[config.mk]
export PLATFORM = sky130hd
export DESIGN_NAME = accuracy_counter
export DESIGN_NICKNAME = d
export VERILOG_FILES = /design/src/hw/bpu_pkg.sv /design/src/hw/accuracy_counter.sv
export SDC_FILE = /design/constraint.sdc
export NUM_CORES = 1
export LEC_CHECK = 0
export ABC_AREA = 1
export BUFFER_PORTS_ARGS = -buffer_cell sky130_fd_sc_hd__buf_2
export CAP_MARGIN = 10
export CORE_MARGIN = 3
export CORE_UTILIZATION = 30
export CTS_CLUSTER_SIZE = 12
export DETAILED_ROUTE_END_ITERATION = 8
export PLACE_DENSITY = 0.59
export SLEW_MARGIN = 20
export SYNTH_ARGS = -nofsm -noshare
export SYNTH_HDL_FRONTEND = slang
export SYNTH_SLANG_ARGS = --single-unit
[constraint.sdc]
create_clock -name clk -period 1.5 [get_ports clk]
set_input_delay 0.075 -clock clk [delete_from_list [all_inputs] [get_ports clk]]
set_output_delay 0.075 -clock clk [all_outputs]
set_load 0.02 [all_outputs]
[src/hw/bpu_pkg.sv]
package bpu_pkg;

	// Full fetch address as presented by the front end.
	typedef logic [63:0] ip_t;

	// Two-bit saturating counter; the upper bit is the prediction.
	typedef enum logic [1:0] {
		strong_nt = 2'b00,
		weak_nt   = 2'b01,
		weak_t    = 2'b10,
		strong_t  = 2'b11
	} ctr_t;

	// Resolved-branch and mispredict statistics.
	typedef logic [31:0] stat_t;

	// Table read result, kept by the update stage until resolution.
	typedef struct packed {
		ip_t  ip;
		logic hit;
		ctr_t ctr;
	} lookup_s;

	// One entry write. Index and tag both come from ip.
	typedef struct packed {
		ip_t  ip;
		ctr_t ctr;
	} table_write_s;

endpackage
[src/hw/accuracy_counter.sv]
`timescale 1ns/1ns

module accuracy_counter (
	input  logic           clk,
	input  logic           rst_n,
	input  logic           resolve_valid,
	input  logic           mispredict,
	output bpu_pkg::stat_t branch_count,
	output bpu_pkg::stat_t mispredict_count
);
	import bpu_pkg::*;

	stat_t branch_count_q;
	stat_t mispredict_count_q;

	// Both counts wrap silently at the top of their range.
	always_ff @(posedge clk) begin
		if (!rst_n) begin
			branch_count_q     <= '0;
			mispredict_count_q <= '0;
		end else if (resolve_valid) begin
			branch_count_q <= branch_count_q + stat_t'(1);
			if (mispredict) begin
				mispredict_count_q <= mispredict_count_q + stat_t'(1);
			end
		end
	end

	assign branch_count     = branch_count_q;
	assign mispredict_count = mispredict_count_q;

	// The update stage only flags a mispredict on a resolution.
	mispredict_on_resolve: assert property (
		@(posedge clk) disable iff (!rst_n) mispredict |-> resolve_valid
	) else $error("accuracy_counter: mispredict outside a resolve cycle");

endmodule

==> results of run 1 <==
[metal layers]
metal	vias up	track usage	wire length, µm
met1	1617	0.181	4290
met4	0	0.0449	140
met5	-	0	0
met3	16	0.0539	580
met2	89	0.280	4850
li1	1864	-	-
[where the power goes]
part | leakage, µW | internal, µW | switching (µW)
sequential | 0.000521 | 1710 | 12.7
clock | 0.000159 | 1460 | 757
combinational | 0.00131 | 44.6 | 92.0
[worst max-delay path by stage]
stage | depth (start not counted) | from | end | slack, ns
6_report | 9 | branch_count[0] | branch_count[26] | 0.07
5_1_grt | 9 | branch_count[0] | branch_count[26] | -0.05
3_3_place_gp | 8 | branch_count[0] | branch_count[28] | -0.03
2_1_floorplan | 7 | mispredict_count[4] | mispredict_count[19] | 0.0006
3_5_place_dp | 8 | branch_count[1] | branch_count[20] | -0.06
4_1_cts | 8 | branch_count[1] | branch_count[30] | 0.006
[registers in the layout, indices dropped and copies added (netlist names)]
signal	count
mispredict_count	32
branch_count	32
[final cells by class]
| class | count | area (µm²) |
|---|---|---|
| clock inverters | 2 | 35.0 |
| well taps | 140 | 175 |
| inverters | 73 | 275 |
| flip-flops and latches | 64 | 1300 |
| clock buffers | 14 | 284 |
| multi-input cells | 378 | 1920 |
| repair buffers | 92 | 523 |
| fillers | 1131 | 6430 |
[cell usage after synthesis, drive strengths merged]
library cell	number
a21oi	37
a31oi	1
and2	1
buf	2
clkbuf	4
clkinv	2
dfxtp	64
ha	2
inv	71
nand2	123
nand3	46
nand3b	3
nand4	16
nor2	104
nor3	8
nor3b	2
o21a	7
o21ai	22
o21bai	1
xnor2	2
xor2	3
[kinds of logic after synthesis]
logic type	count (synthesis)
DFF	64
xor gates and xnor gates	5
buffers and inverters	79
and+or+nand+nor	303
AOI/OAI and AO/OA	68
adders and majority gates	2
[stage by stage]
stage | instance area (µm²) | hold WS, ns | TNS, ns | power (µW)
finish | 4510 | 0.0393 | 0 | 4080
global route | 4510 | 0.0654 | -0.0921 | 4220
CTS | 4380 | 0.0312 | 0 | 4120
detailed placement | 4050 | 0.382 | -0.171 | 1890
global placement | 4050 | 0.376 | -0.0483 | 1880
floorplan | 3400 | 0.157 | 0 | 1840
[repair_timing]
item / 4_1_cts / 5_1_grt
setup endpoints to repair: 8 / 35
cloned: 0 / 0
pin swaps: 1 / 12
setup buffers: 0 / 4
resized for setup: 4 / 33
==> out/qor.yml, run 1 <==
vias: 3586
hp-start: "resolve_valid"
cts_buffer_depth: 2
synth_top_area_frac: 0.377
yosys_warnings: 0
grt_max_degree: 23
firstDrtPassIters: 4
fmax_mhz: 697
slowest_delay_ns: 0.38
die_y_um: 112
netlist-cell-type-count: 29
slew_headroom: 0.782
setup_violations: 0
cp.required_ns: 1.77
netlist_instances: 521
leakage_uw: 0.00199
finalNonFillerCells: 763
startpoint_type: "flop"
r2r_slack_ns: 0.07
min_to: "branch_count[1]"
yosysSeqAreaShare: 0.377
port_buffers: 67
grt_pass1_vias: 3529
synth_xor_area_frac: 0.0129
p_per_area_nw_per_um2: 905
core_um2: 10900
cap_violations: 0
placed_cells: 743
routabilityCongestion: 0.881
fin_ws_ns: 0.0654
finalHoldViolations: 0
slew_violations: 0
synth_adder_area_share: 0.00737
drc: 0
num_rows: 38
synth_area_um2: 3400
critical_path.max_fanout: 5
rsz0062_at_grt: "yes"
r2r-end: "branch_count[26]"
ant_nets: 0
dp_hpwl_um: 7470
wl_um: 9870
netlist.top_cell.by_area: "dfxtp_1"
reg2reg_depth: 9
period_share: 0.956
crit-reg2reg-launch: "branch_count[0]"
critPathKind: "reg -> reg"
cts_tree: "done"
status: "finished clean"
tightestPinTransition_ns: 0.325
synthToLayoutAreaGrowth_pct: 32.8
worst-path-buf-inv: 1
finalClockSkew_ns: 0.00574
start_util: 0.311
utilization: 0.412
die_area_um2: 12600
antenna_found_initial: 0
cp.arrival_ns: 1.71
path_clk_slew_ns: 0.06
final_common_cell: "nand2_1"
synth_mux_area_frac: 0
viasPerCell: 4.70
crit_slowest_cell: "dfxtp_4"
synthesis.nets: 527
dp_slack_ns: -0.0622
avgRoutedWirePerCell_um: 12.9
path_delay_family: "simple AND/OR/NAND/NOR gates"
die_w_um: 112
setup.worst_path.end_class: "flop"
syn_avg_cell_area_um2: 6.52
ios: 68
critPathMostFrequentCell: "nor2_4"
synth_compound_area_frac: 0.106
clockRootBuffer: "clkbuf_16"
clkLatencyLatePin_ns: 0.34
synth_top_family_by_area: "simple AND/OR/NAND/NOR gates"
drt_iter0_markers: 233
synthSimpleGateAreaFrac: 0.408
hold_depth: 2
crit_chain: "ha_4 > nand2_2 > nor2_4 > nand3b_4 > nor2_4 > nand3_1 > nand2_1 > inv_1 > nor2_1"
ctsHtreeMaxLevel: 3
nets: 624
drive_gt1_frac: 0.249
ir_worst_vdd_mv: 0.474
hold_path.class: "in -> reg"
fin_crit_ns: 1.43
cts_sinks: 64
antenna_cells: 0
grt_pass1_wl_um: 16300
grt_overflow: 0
cts_buffers: 9
synth_seq_cells: 64
layout_common_cells: "nand2_1 (116), nor2_1 (84), inv_1 (70), buf_2 (67), dfxtp_1 (55)"
synth_area_leaders: "dfxtp_1 (38%), nand2_1 (13%), nor2_1 (10%)"
gr-usage-all-layers: 0.158
holdBufCountCts: 0
(Power assumes the default switching activity.)
==> inputs of run 2 (changes only) <==
--- a/config.mk
+++ b/config.mk
@@ -5,7 +5,6 @@
 export SDC_FILE = /design/constraint.sdc
 export NUM_CORES = 1
 export LEC_CHECK = 0
-export ABC_AREA = 1
 export BUFFER_PORTS_ARGS = -buffer_cell sky130_fd_sc_hd__buf_2
 export CAP_MARGIN = 10
 export CORE_MARGIN = 3
==> run 2 against run 1 <==
Compared with the run above: the flow now finishes with violations (setup timing); hold slack gained 0.025 ns; largest cell class unchanged; fmax down 26%; first-iteration DRC count decreased by 58%; setup slack worse by 0.50 ns.
==> out/qor.yml, run 2 <==
status: "finished with violations"
failed_checks: "setup timing"
path_clk_slew_ns: 0.07
busiest_layer: "met2"
die_w_um: 106
ys.flop_type: "dfxtp_1"
rsz0062_at_grt: "yes"
ir_worst_vdd_mv: 0.302
firstDrtPassIters: 4
synth_edf_count: 0
setup.worst_path.end_class: "flop"
synth_top_area_frac: 0.423
nets: 538
avgRoutedWirePerCell_um: 13.6
cts_sinks: 64
critPathKind: "reg -> reg"
grt_use_met3: 0.0352
antenna_cells: 0
final_cell_area_um2: 4930
async_flop_share: 0
cp.required_ns: 1.77
slew_headroom: 0.731
synth_seq_cells: 64
fin_ws_ns: -0.439
drive_gt1_frac: 0.559
slew_violations: 0
place_area_um2: 4530
yosys_warnings: 0
filler_cell_count: 948
fin_crit_ns: 1.94
finalPower_uw: 3030
cts_buffers: 9
p_per_area_nw_per_um2: 615
hold_path.class: "in -> reg"
netlist-cell-type-count: 30
netlist_instances: 358
viasPerCell: 5.06
cts_buffer_depth: 2
synthToLayoutAreaGrowth_pct: 62.8
gr-usage-all-layers: 0.162
wl_um: 9090
die_y_um: 106
leakage_uw: 0.00200
grt_overflow: 0
routabilityCongestion: 0.796
synthesis.nets: 364
cts_tree: "done"
tightestPinTransition_ns: 0.404
register_area_um2: 1460
core_um2: 9770
synth_area_um2: 3030
ant_nets: 0
finalHoldViolations: 0
syn_avg_cell_area_um2: 8.46
vias: 3390
final_common_cell: "buf_4"
finalNonFillerCells: 670
startpoint_type: "flop"
dp_hpwl_um: 6630
placed_cells: 651
cap_violations: 0
num_rows: 36
ios: 68
synth_most_common_cell: "dfxtp_1"
start_util: 0.310
critical_path.max_fanout: 22
grt_pass1_vias: 3272
synth_top_cells_by_count: "dfxtp_1 (64), a21oi_1 (40), or4_1 (29), nand2_1 (27), o31ai_1 (25)"
cp.arrival_ns: 2.21
antenna_found_initial: 0
grt_pass1_wl_um: 15000
period_share: 1.29
fmax_mhz: 516
ctsHtreeMaxLevel: 3
grt_max_degree: 36
drt_iter0_markers: 98
clockRootBuffer: "clkbuf_8"
drc: 0
gr-usage-met1: 0.203
setup_violations: 38
layout_common_cells: "buf_4 (107), buf_2 (67), dfxtp_4 (41), a21oi_1 (30), nand2_1 (26)"
yosysSeqAreaShare: 0.423
clkLatencyLatePin_ns: 0.34
multiInputGateArea_um2: 1860
grt_util_met2: 0.274
netlist.top_cell.by_area: "dfxtp_1"
finalClockSkew_ns: 0.00980
synth_area_leaders: "dfxtp_1 (42%), or4_1 (7.2%), a21oi_1 (6.6%)"
port_buffers: 67
die_area_um2: 11300
==> run 2: cell type report <==
| class | instances | share of cell area |
|---|---|---|
| timing repair buffer | 183 | 0.255 |
| sequential | 64 | 0.296 |
| clock inverter | 1 | 0.00102 |
| multi-input combinational | 264 | 0.377 |
| tap | 133 | 0.0338 |
| inverter | 10 | 0.00762 |
| clock buffer | 15 | 0.0297 |
==> run 2: kinds of logic (layout without fill, tap and decap cells) <==
group	after synthesis	in the layout	share of synthesized area
xor+xnor	20	20	0.0579
buf+inv	30	209	0.0405
fa+ha+maj	2	2	0.00826
simple gates	158	158	0.303
compound gates	81	81	0.157
mux	3	3	0.00992
flops	64	64	0.423
==> run 2: through the flow <==
stage	util	hold slack (ns)	setup TNS, ns	worst slack, ns
finish	0.504	0.0639	-7.42	-0.439
detailed placement	0.464	0.423	-8.29	-0.467
floorplan	-	0.217	-6.20	-0.361
global placement	0.464	0.408	-7.23	-0.386
global route	0.504	0.0814	-10.48	-0.546
CTS	0.489	0.0479	-6.85	-0.426
==> run 2: routing by layer <==
metal	vias up	routed length, µm
li1	1708	-
met1	1615	4210
met2	61	4530
met3	6	289
met4	0	65
met5	-	0
==> run 2: power breakdown <==
part | switching (µW) | total [µW] | internal [µW]
clock | 641 | 1240 | 602
sequential | 14.3 | 1650 | 1640
combinational | 78.8 | 135 | 55.8
==> run 2: critical path, stage by stage (launching register included) <==
cell,delay [ns]
dfxtp_4,0.34
nand4_1,0.13
or4_4,0.58
buf_12,0.17
or4_4,0.49
a21oi_2,0.15
==> run 2: path summary, 6_finish.rpt <==
path	cells past startpoint	slack, ns	to	startpoint
worst max-delay path	5	-0.44	branch_count[24]	branch_count[13]
worst min-delay path	3	0.06	mispredict_count[22]	rst_n
worst max register to register	5	-0.44	branch_count[24]	branch_count[13]
worst min register to register	2	0.51	branch_count[31]	branch_count[31]
==> run 2: repair_timing <==
item | in CTS | in global routing
hold buffers | 0 | 0
buffers inserted | 3 | 0
setup endpoints to repair | 40 | 45
pin swaps | 4 | 6
resized for setup | 22 | 36
