--- src/hw/bpu_pkg.sv ---
package bpu_pkg;

	// Full fetch address as presented by the front end.
	typedef logic [63:0] ip_t;

	// Two-bit saturating counter; the upper bit is the prediction.
	typedef enum logic [1:0] {
		strong_nt = 2'b00,
		weak_nt   = 2'b01,
		weak_t    = 2'b10,
		strong_t  = 2'b11
	} ctr_t;

	// Resolved-branch and mispredict statistics.
	typedef logic [31:0] stat_t;

	// Table read result, kept by the update stage until resolution.
	typedef struct packed {
		ip_t  ip;
		logic hit;
		ctr_t ctr;
	} lookup_s;

	// One entry write. Index and tag both come from ip.
	typedef struct packed {
		ip_t  ip;
		ctr_t ctr;
	} table_write_s;

endpackage
--- src/hw/update_stage.sv ---
`timescale 1ns/1ns

module update_stage (
	input  logic                  clk,
	input  logic                  rst_n,
	input  logic                  lookup_valid,
	input  bpu_pkg::lookup_s      lookup_rd,
	input  logic                  resolve_valid,
	input  logic                  resolve_taken,
	output logic                  table_wr_en,
	output bpu_pkg::table_write_s table_wr,
	output logic                  mispredict
);
	import bpu_pkg::*;

	lookup_s pending_q;     // Read result of the most recent lookup.
	logic    lookup_last_q; // A lookup was made in the previous cycle.
	logic    resolve_fire;
	logic    predicted;
	ctr_t    next_ctr;

	always_ff @(posedge clk) begin
		if (lookup_valid) begin
			pending_q <= lookup_rd;
		end
	end

	always_ff @(posedge clk) begin
		if (!rst_n) begin
			lookup_last_q <= 1'b0;
		end else begin
			lookup_last_q <= lookup_valid;
		end
	end

	assign resolve_fire = resolve_valid && lookup_last_q;

	// Same rule as the top level: a miss predicts not-taken.
	assign predicted = pending_q.hit && pending_q.ctr[1];

	// Saturating step on a hit, weak allocation on a miss.
	always_comb begin
		if (!pending_q.hit) begin
			next_ctr = resolve_taken ? weak_t : weak_nt;
		end else begin
			case (pending_q.ctr)
				strong_nt: next_ctr = resolve_taken ? weak_nt  : strong_nt;
				weak_nt:   next_ctr = resolve_taken ? weak_t   : strong_nt;
				weak_t:    next_ctr = resolve_taken ? strong_t : weak_nt;
				strong_t:  next_ctr = resolve_taken ? strong_t : weak_t;
				default:   next_ctr = weak_nt;
			endcase
		end
	end

	always_comb begin
		table_wr.ip  = pending_q.ip;
		table_wr.ctr = next_ctr;
	end

	assign table_wr_en = resolve_fire;
	assign mispredict  = resolve_fire && (predicted != resolve_taken);

	// Resolutions must trail their lookup by exactly one cycle.
	resolve_after_lookup: assert property (
		@(posedge clk) disable iff (!rst_n) resolve_valid |-> lookup_last_q
	) else $error("update_stage: resolve without a lookup in the previous cycle");

endmodule

--- config.mk ---
export PLATFORM = sky130hd
export DESIGN_NAME = update_stage
export DESIGN_NICKNAME = d
export VERILOG_FILES = /design/src/hw/bpu_pkg.sv /design/src/hw/update_stage.sv
export SDC_FILE = /design/constraint.sdc
export NUM_CORES = 1
export LEC_CHECK = 0
export ABC_AREA = 1
export BUFFER_PORTS_ARGS = -buffer_cell sky130_fd_sc_hd__buf_2
export CORE_MARGIN = 4
export CORE_UTILIZATION = 44
export CTS_CLUSTER_SIZE = 30
export DETAILED_ROUTE_END_ITERATION = 8
export GPL_TIMING_DRIVEN = 0
export PLACE_DENSITY_LB_ADDON = 0.1
export SLEW_MARGIN = 25
export SYNTH_ARGS = -nofsm -noshare
export SYNTH_HDL_FRONTEND = slang
export SYNTH_SLANG_ARGS = --single-unit
export TNS_END_PERCENT = 100
--- constraint.sdc ---
create_clock -name clk -period 1.32 [get_ports clk]
set_clock_uncertainty 0.2 [all_clocks]
set_input_delay 0.264 -clock clk [delete_from_list [all_inputs] [get_ports clk]]
set_output_delay 0.264 -clock clk [all_outputs]
set_load 0.05 [all_outputs]
==> impl_results.md, run 1 <==
* I/O pin count at 140
* Final instance area at 0.00445 mm2
* Worst min path class: in -> reg
* Total power at 5.43 mW
* Area Overhead vs Synth at 71.7%
* Post-DRT Antenna Nets at 0
* Vias post-DR at 1579
* Clock Sink Count at 68
* Area leader, netlist: edfxtp_1
* Reg clk slew, reported paths at 0.06 ns
* Filler cell count at 339
* Final hold violations at 0
* Chip Width at 84.7 um
* Post-DP HPWL at 3.45 mm
* Area of the multi-input gates at 106 um2
* Die Footprint at 0.00717 mm2
* Sw Pwr at 1.57 mW
* Final min period at 1.81 ns
* Routability congestion estimate at 0.758
* End point of the critical path: mispredict
* Number of port buffers at 139
* DR DRC count at 0
* Clock root buffer: clkbuf_8
* PwrDens at 1220 mW/mm2
* CTS tree: done
* DR pass1 iterations at 4
* Hold slack at 0.339 ns
* Crit path launch type: register
* Die height at 84.7 um
* Syn nets at 223
* Int Power at 3.86 mW
* Critical path startpoint: pending_q[1]
* Vias in the first global route at 1780
* Outcome: finished with violations
* H-tree depth at 3
* Worst slack at placement at -0.226 ns
* Vias per cell at 4.13
* Synthesized area at 0.00259 mm2
* Total placed cells including tap cells at 362
* Inserted Clock Buffers at 9
* Slew headroom at 45.1%
* Syn Area/Cell at 17.1 um2
* Initial antenna violation count at 0
* Failing checks: setup timing
* Clk pwr share at 24.5%
* Worst Path Max Fanout at 4
* Peak supply drop at 0.000860 V
* Switching Share at 28.9%
* Arr. time, crit path at 1.35 ns
* Post-route insts no fill at 382
* Max Freq at 551 MHz
* Top cell type's share of synthesized area at 77.7%
* Mapped Cells at 151
* Setup total negative slack at -4.13 ns
* Wire length on met1 at 1.88 mm
* Number of flops mapped to enable cells by yosys at 67
* Most frequent cell after synthesis: edfxtp_1
* Distinct cells, synth at 9
* Placement Cell Area at 0.00342 mm2
* Comb power frac at 26.0%
* Max Cap Viol at 0
* Number of cell rows at 27
* GRT overflow at 0
* Ys Warns at 0
* Top cells by area, synth: edfxtp_1 78%, buf_4 19%, nor2_1 0.87%
* CP Capture Type: primary output
* Clock tree buffer depth at 2
* RSZ-0062 raised after global routing: yes
* Uppermost layer routed: met4
* Register area at 0.00203 mm2
* Crit path kind: reg -> out
* Lkg Pwr at 1.86 nW
* Layout cells sized above 1 at 51.9%
* Asr flop ratio synth at 0%
* WL/cell at 15.5 um
* Final nets at 378
* Yosys reg bits at 68
* Initial Util at 46.2%
* Slew @ Worst Pin at 0.823 ns
* # setup viols final at 68
* Top cells by count, synth: 67 x edfxtp_1, 64 x buf_4, 6 x nor2_1
* WP data required at 0.86 ns
* Drt first-iter violations at 62
* Flop pwr share at 49.4%
* Max Slew Vio Count at 0
* Total GRT Usage at 17.4%
* Metal2 WL at 3.38 mm
* Seq/Total Area, Yosys at 78.5%
* Diode count at 0
* Core area at 0.00561 mm2
* Drt total wl at 5.91 mm
* WL met3 at 561 um
* Largest net degree at the start of global routing at 69
* Finished Core Util at 79.3%
* Final WS setup at -0.494 ns
* Tcrit/Tclk final at 137%
* Ys flop type: edfxtp_1
* First-pass GRT wire length at 9.22 mm
[power groups by stage]
stage                     registers [mW]  clock network, mW  logic [mW]
after floorplan                     2.64                  0       0.848
after global placement              2.65                  0        1.13
after detailed placement            2.66                  0        1.14
after CTS                           2.69               1.36        1.41
after global routing                2.70               1.50        1.47
final                               2.69               1.33        1.41
[cell usage in the layout, fill, tap and decap left out]
cell / Yosys / final
o21ai_4: 0 / 1
buf_2: 0 / 70
edfxtp_1: 67 / 67
nor2_2: 0 / 1
dfxtp_2: 0 / 1
nand2_2: 0 / 2
nand2_1: 5 / 3
clkbuf_1: 0 / 2
clkbuf_8: 0 / 9
buf_6: 0 / 1
nor2_1: 6 / 2
inv_1: 4 / 3
o21ai_1: 1 / 1
clkinv_1: 0 / 2
nor2_4: 0 / 3
dlygate4sd3_1: 0 / 68
clkinv_2: 0 / 2
buf_4: 64 / 4
o21ai_2: 0 / 1
clkinvlp_4: 0 / 1
buf_8: 0 / 65
a21oi_1: 1 / 1
[flip-flops by register name, summed over array words and instances (netlist names)]
signal / flops
table_wr: 64
pending_q: 3
lookup_last_q: 1
[metal layers]
| metal | GRT usage, % | up-vias |
|---|---|---|
| li1 | - | 769 |
| met1 | 17.2 | 719 |
| met2 | 31.7 | 83 |
| met3 | 6.58 | 8 |
| met4 | 8.35 | 0 |
| met5 | 0 | - |
[worst max-delay path: stages (launching register included)]
cell and delay, ns:
edfxtp_1 0.49, a21oi_1 0.30, nor2_4 0.05, buf_4 0.19
[final cells by class]
| class | count | share of cell area [%] |
|---|---|---|
| multi-input combinational | 15 | 2.39 |
| clock inverter | 4 | 0.394 |
| sequential | 68 | 45.7 |
| tap | 72 | 2.03 |
| inverter | 4 | 0.422 |
| clock buffer | 11 | 2.96 |
| timing repair buffer | 208 | 46.1 |
[worst min path at each step]
stage	from	to	slack (ns)	cells past startpoint
final	lookup_valid	lookup_last_q	0.34	3
after global routing	lookup_valid	lookup_last_q	0.35	3
after CTS	lookup_valid	lookup_last_q	0.31	3
after detailed placement	lookup_rd[49]	table_wr[48]	0.24	1
after global placement	lookup_rd[27]	table_wr[26]	0.24	1
after floorplan	lookup_valid	lookup_last_q	0.16	2
[logic make-up (layout without fill, tap and decap cells)]
family | Yosys count | count (layout) | synth area share [%]
DFF | 68 | 68 | 78.5
and+or+nand+nor | 11 | 11 | 1.59
buffers and inverters | 68 | 227 | 19.1
AOI/OAI and AO/OA | 4 | 4 | 0.773
[repair_timing]
item,CTS,global route
resized for setup,201,1
hold endpoints to repair,68,0
pin swaps,3,4
hold buffers,68,0
setup buffers,1,0
setup endpoints to repair,68,68
cloned,0,0
Power figures use the tool's default switching activity.
==> inputs of run 2 (changes only) <==
--- a/config.mk
+++ b/config.mk
@@ -7,6 +7,7 @@
 export LEC_CHECK = 0
 export ABC_AREA = 1
 export BUFFER_PORTS_ARGS = -buffer_cell sky130_fd_sc_hd__buf_2
+export CORE_ASPECT_RATIO = 0.7
 export CORE_MARGIN = 4
 export CORE_UTILIZATION = 44
 export CTS_CLUSTER_SIZE = 30
==> run 2 against run 1 <==
Compared with the run above: the flow still finishes with violations (setup timing); die area up 0.27%; cell count increased by 0.79%; first-iteration DRC count fell by 58%; count of clock-buffer cells in the layout shrank 1; utilization shrank 0.75 points; hold slack worse by 0.17 ns; critical path type unchanged; largest power group unchanged.
==> impl_results.md, run 2 (synthesis gave the netlist of run 1 again) <==
* Chip Width at 99.7 um (+18%)
* Final min period at 1.84 ns (+0.0239 ns)
* Max Slew Vio Count at 0 (unchanged)
* Crit path kind: reg -> out
* Core area at 0.00573 mm2 (+2.1%)
* WP data required at 0.86 ns (about the same)
* Max reg flops at 64 (unchanged)
* Flop pwr share at 47.8% (-1.6 points)
* Die Footprint at 0.00719 mm2 (+0.27%)
* CTS tree: done
* WL/cell at 15.6 um (+0.83%)
* Final instance area at 0.00450 mm2 (+1.2%)
* PwrDens at 1250 mW/mm2 (+2.3%)
* First-pass GRT wire length at 9.40 mm (+1.9%)
* Initial Util at 45.2% (-0.96 points)
* Post-DP HPWL at 3.72 mm (+7.8%)
* Failing checks: setup timing
* Number of cell rows at 23 (-15%)
* Max Freq at 544 MHz (-1.3%)
* Arr. time, crit path at 1.37 ns (+0.02 ns)
* Total GRT Usage at 18.0% (+0.55 points)
* Peak supply drop at 0.000907 V (+5.4%)
* Drt first-iter violations at 26 (-58%)
* I/O pin count at 140 (unchanged)
* Most common cell after layout, fill and taps aside: buf_2
* Reg clk slew, reported paths at 0.06 ns (about the same)
* # setup viols final at 68 (unchanged)
* Clock root buffer: clkbuf_8
* GRT overflow at 0 (unchanged)
* Filler cell count at 330 (-2.7%)
* Vias per cell at 4.17 (+0.92%)
* Final WS setup at -0.518 ns (-0.0239 ns)
* Worst Path Max Fanout at 4 (unchanged)
* Slew headroom at 70.2% (+25 points)
* Commonest non-fill, non-tap cells in the layout: 70 x buf_2, 68 x dlygate4sd3_1, 67 x edfxtp_1
* Switching Share at 28.0% (-0.97 points)
* RSZ-0062 raised after global routing: yes
* Max Cap Viol at 0 (unchanged)
* Slew @ Worst Pin at 0.447 ns (-0.376 ns)
* DR DRC count at 0 (unchanged)
* Sw Pwr at 1.57 mW (about the same)
* CP Capture Type: primary output
* Drt total wl at 6.00 mm (+1.6%)
* Vias post-DR at 1606 (+1.7%)
* Largest net degree at the start of global routing at 36 (-48%)
* Hold slack at 0.173 ns (-0.166 ns)
* Outcome: finished with violations
* Worst min path class: in -> reg
* Final hold violations at 0 (unchanged)
* Placement Cell Area at 0.00344 mm2 (+0.70%)
* Tcrit/Tclk final at 139% (+1.8 points)
* Clock Sink Count at 68 (unchanged)
* Post-route insts no fill at 385 (+0.79%)
* Finished Core Util at 78.5% (-0.75 points)
* Routability congestion estimate at 0.699 (-7.8%)
* Final nets at 379 (+0.26%)
* Hold Path Depth at 3 (unchanged)
* Initial antenna violation count at 0 (unchanged)
* Clk pwr share at 26.9% (+2.4 points)
* Crit path launch type: register
* DR pass1 iterations at 4 (unchanged)
* Number of port buffers at 139 (unchanged)
* Clock tree buffer depth at 2 (unchanged)
* Layout cells sized above 1 at 52.9% (+0.97 points)
* Diode count at 0 (unchanged)
* Die height at 72.2 um (-15%)
* Vias in the first global route at 1795 (+0.84%)
* Comb power frac at 25.4% (-0.6 points)
* Area Overhead vs Synth at 73.7%
* H-tree depth at 3 (unchanged)
* Post-DRT Antenna Nets at 0 (unchanged)
* Inserted Clock Buffers at 9 (unchanged)
* Total placed cells including tap cells at 366 (+1.1%)
* Lkg Pwr at 1.88 nW (+1.1%)
* Int Power at 4.05 mW (+4.9%)
-- run 2: layout make-up --
type	count	area [um2]	share of cell area (%)
Clock inverter	4	42.5	0.946
Sequential cell	68	2030	45.2
Clock buffer	10	128	2.84
Multi-Input combinational cell	15	113	2.50
Inverter	4	18.8	0.417
Tap cell	75	93.8	2.09
Timing Repair Buffer	209	2070	46.0
-- run 2: through the flow --
step	total power, mW	TNS, ns	worst slack [ns]
final	5.63	-4.29	-0.518
after global routing	5.84	-7.47	-0.568
after CTS	5.68	-5.93	-0.499
after detailed placement	3.81	-5.51	-0.244
after global placement	3.78	-44.98	-0.661
after floorplan	3.49	-0.148	-0.0993
-- run 2: power groups by stage --
stage	registers, mW	clock network [mW]	logic, mW
2_1_floorplan	2.64	0	0.848
3_3_place_gp	2.65	0	1.13
3_5_place_dp	2.66	0	1.15
4_1_cts	2.69	1.57	1.42
5_1_grt	2.70	1.65	1.48
6_report	2.69	1.51	1.43
-- run 2: worst max-delay path: stages, from the launching register on --
cell and delay (ns):
edfxtp_1 0.49, nor2_4 0.14, nor2_2 0.05, nor2_2 0.16
nor2_4 0.05, buf_6 0.15
-- run 2: path summary, 6_finish.rpt --
path                     start       endpoint  slack [ns]
setup / recovery  pending_q[1]    table_wr[0]       -0.52
hold / removal    lookup_valid  lookup_last_q        0.17
-- run 2: timing repair --
action / 4_1_cts / 5_1_grt
hold endpoints to repair: 68 / 0
pin swaps: 3 / 4
setup buffers: 1 / 0
hold buffers: 68 / 0
gates cloned: 0 / 0
setup endpoints to repair: 68 / 68
gates resized for setup: 201 / 3
-- run 2: routing by layer --
| metal | GRT usage, % | wire [um] | up-vias |
|---|---|---|---|
| li1 | - | - | 769 |
| met5 | 0 | 0 | - |
| met4 | 5.91 | 53 | 0 |
| met2 | 32.8 | 3310 | 78 |
| met3 | 9.22 | 632 | 8 |
| met1 | 17.6 | 2010 | 751 |
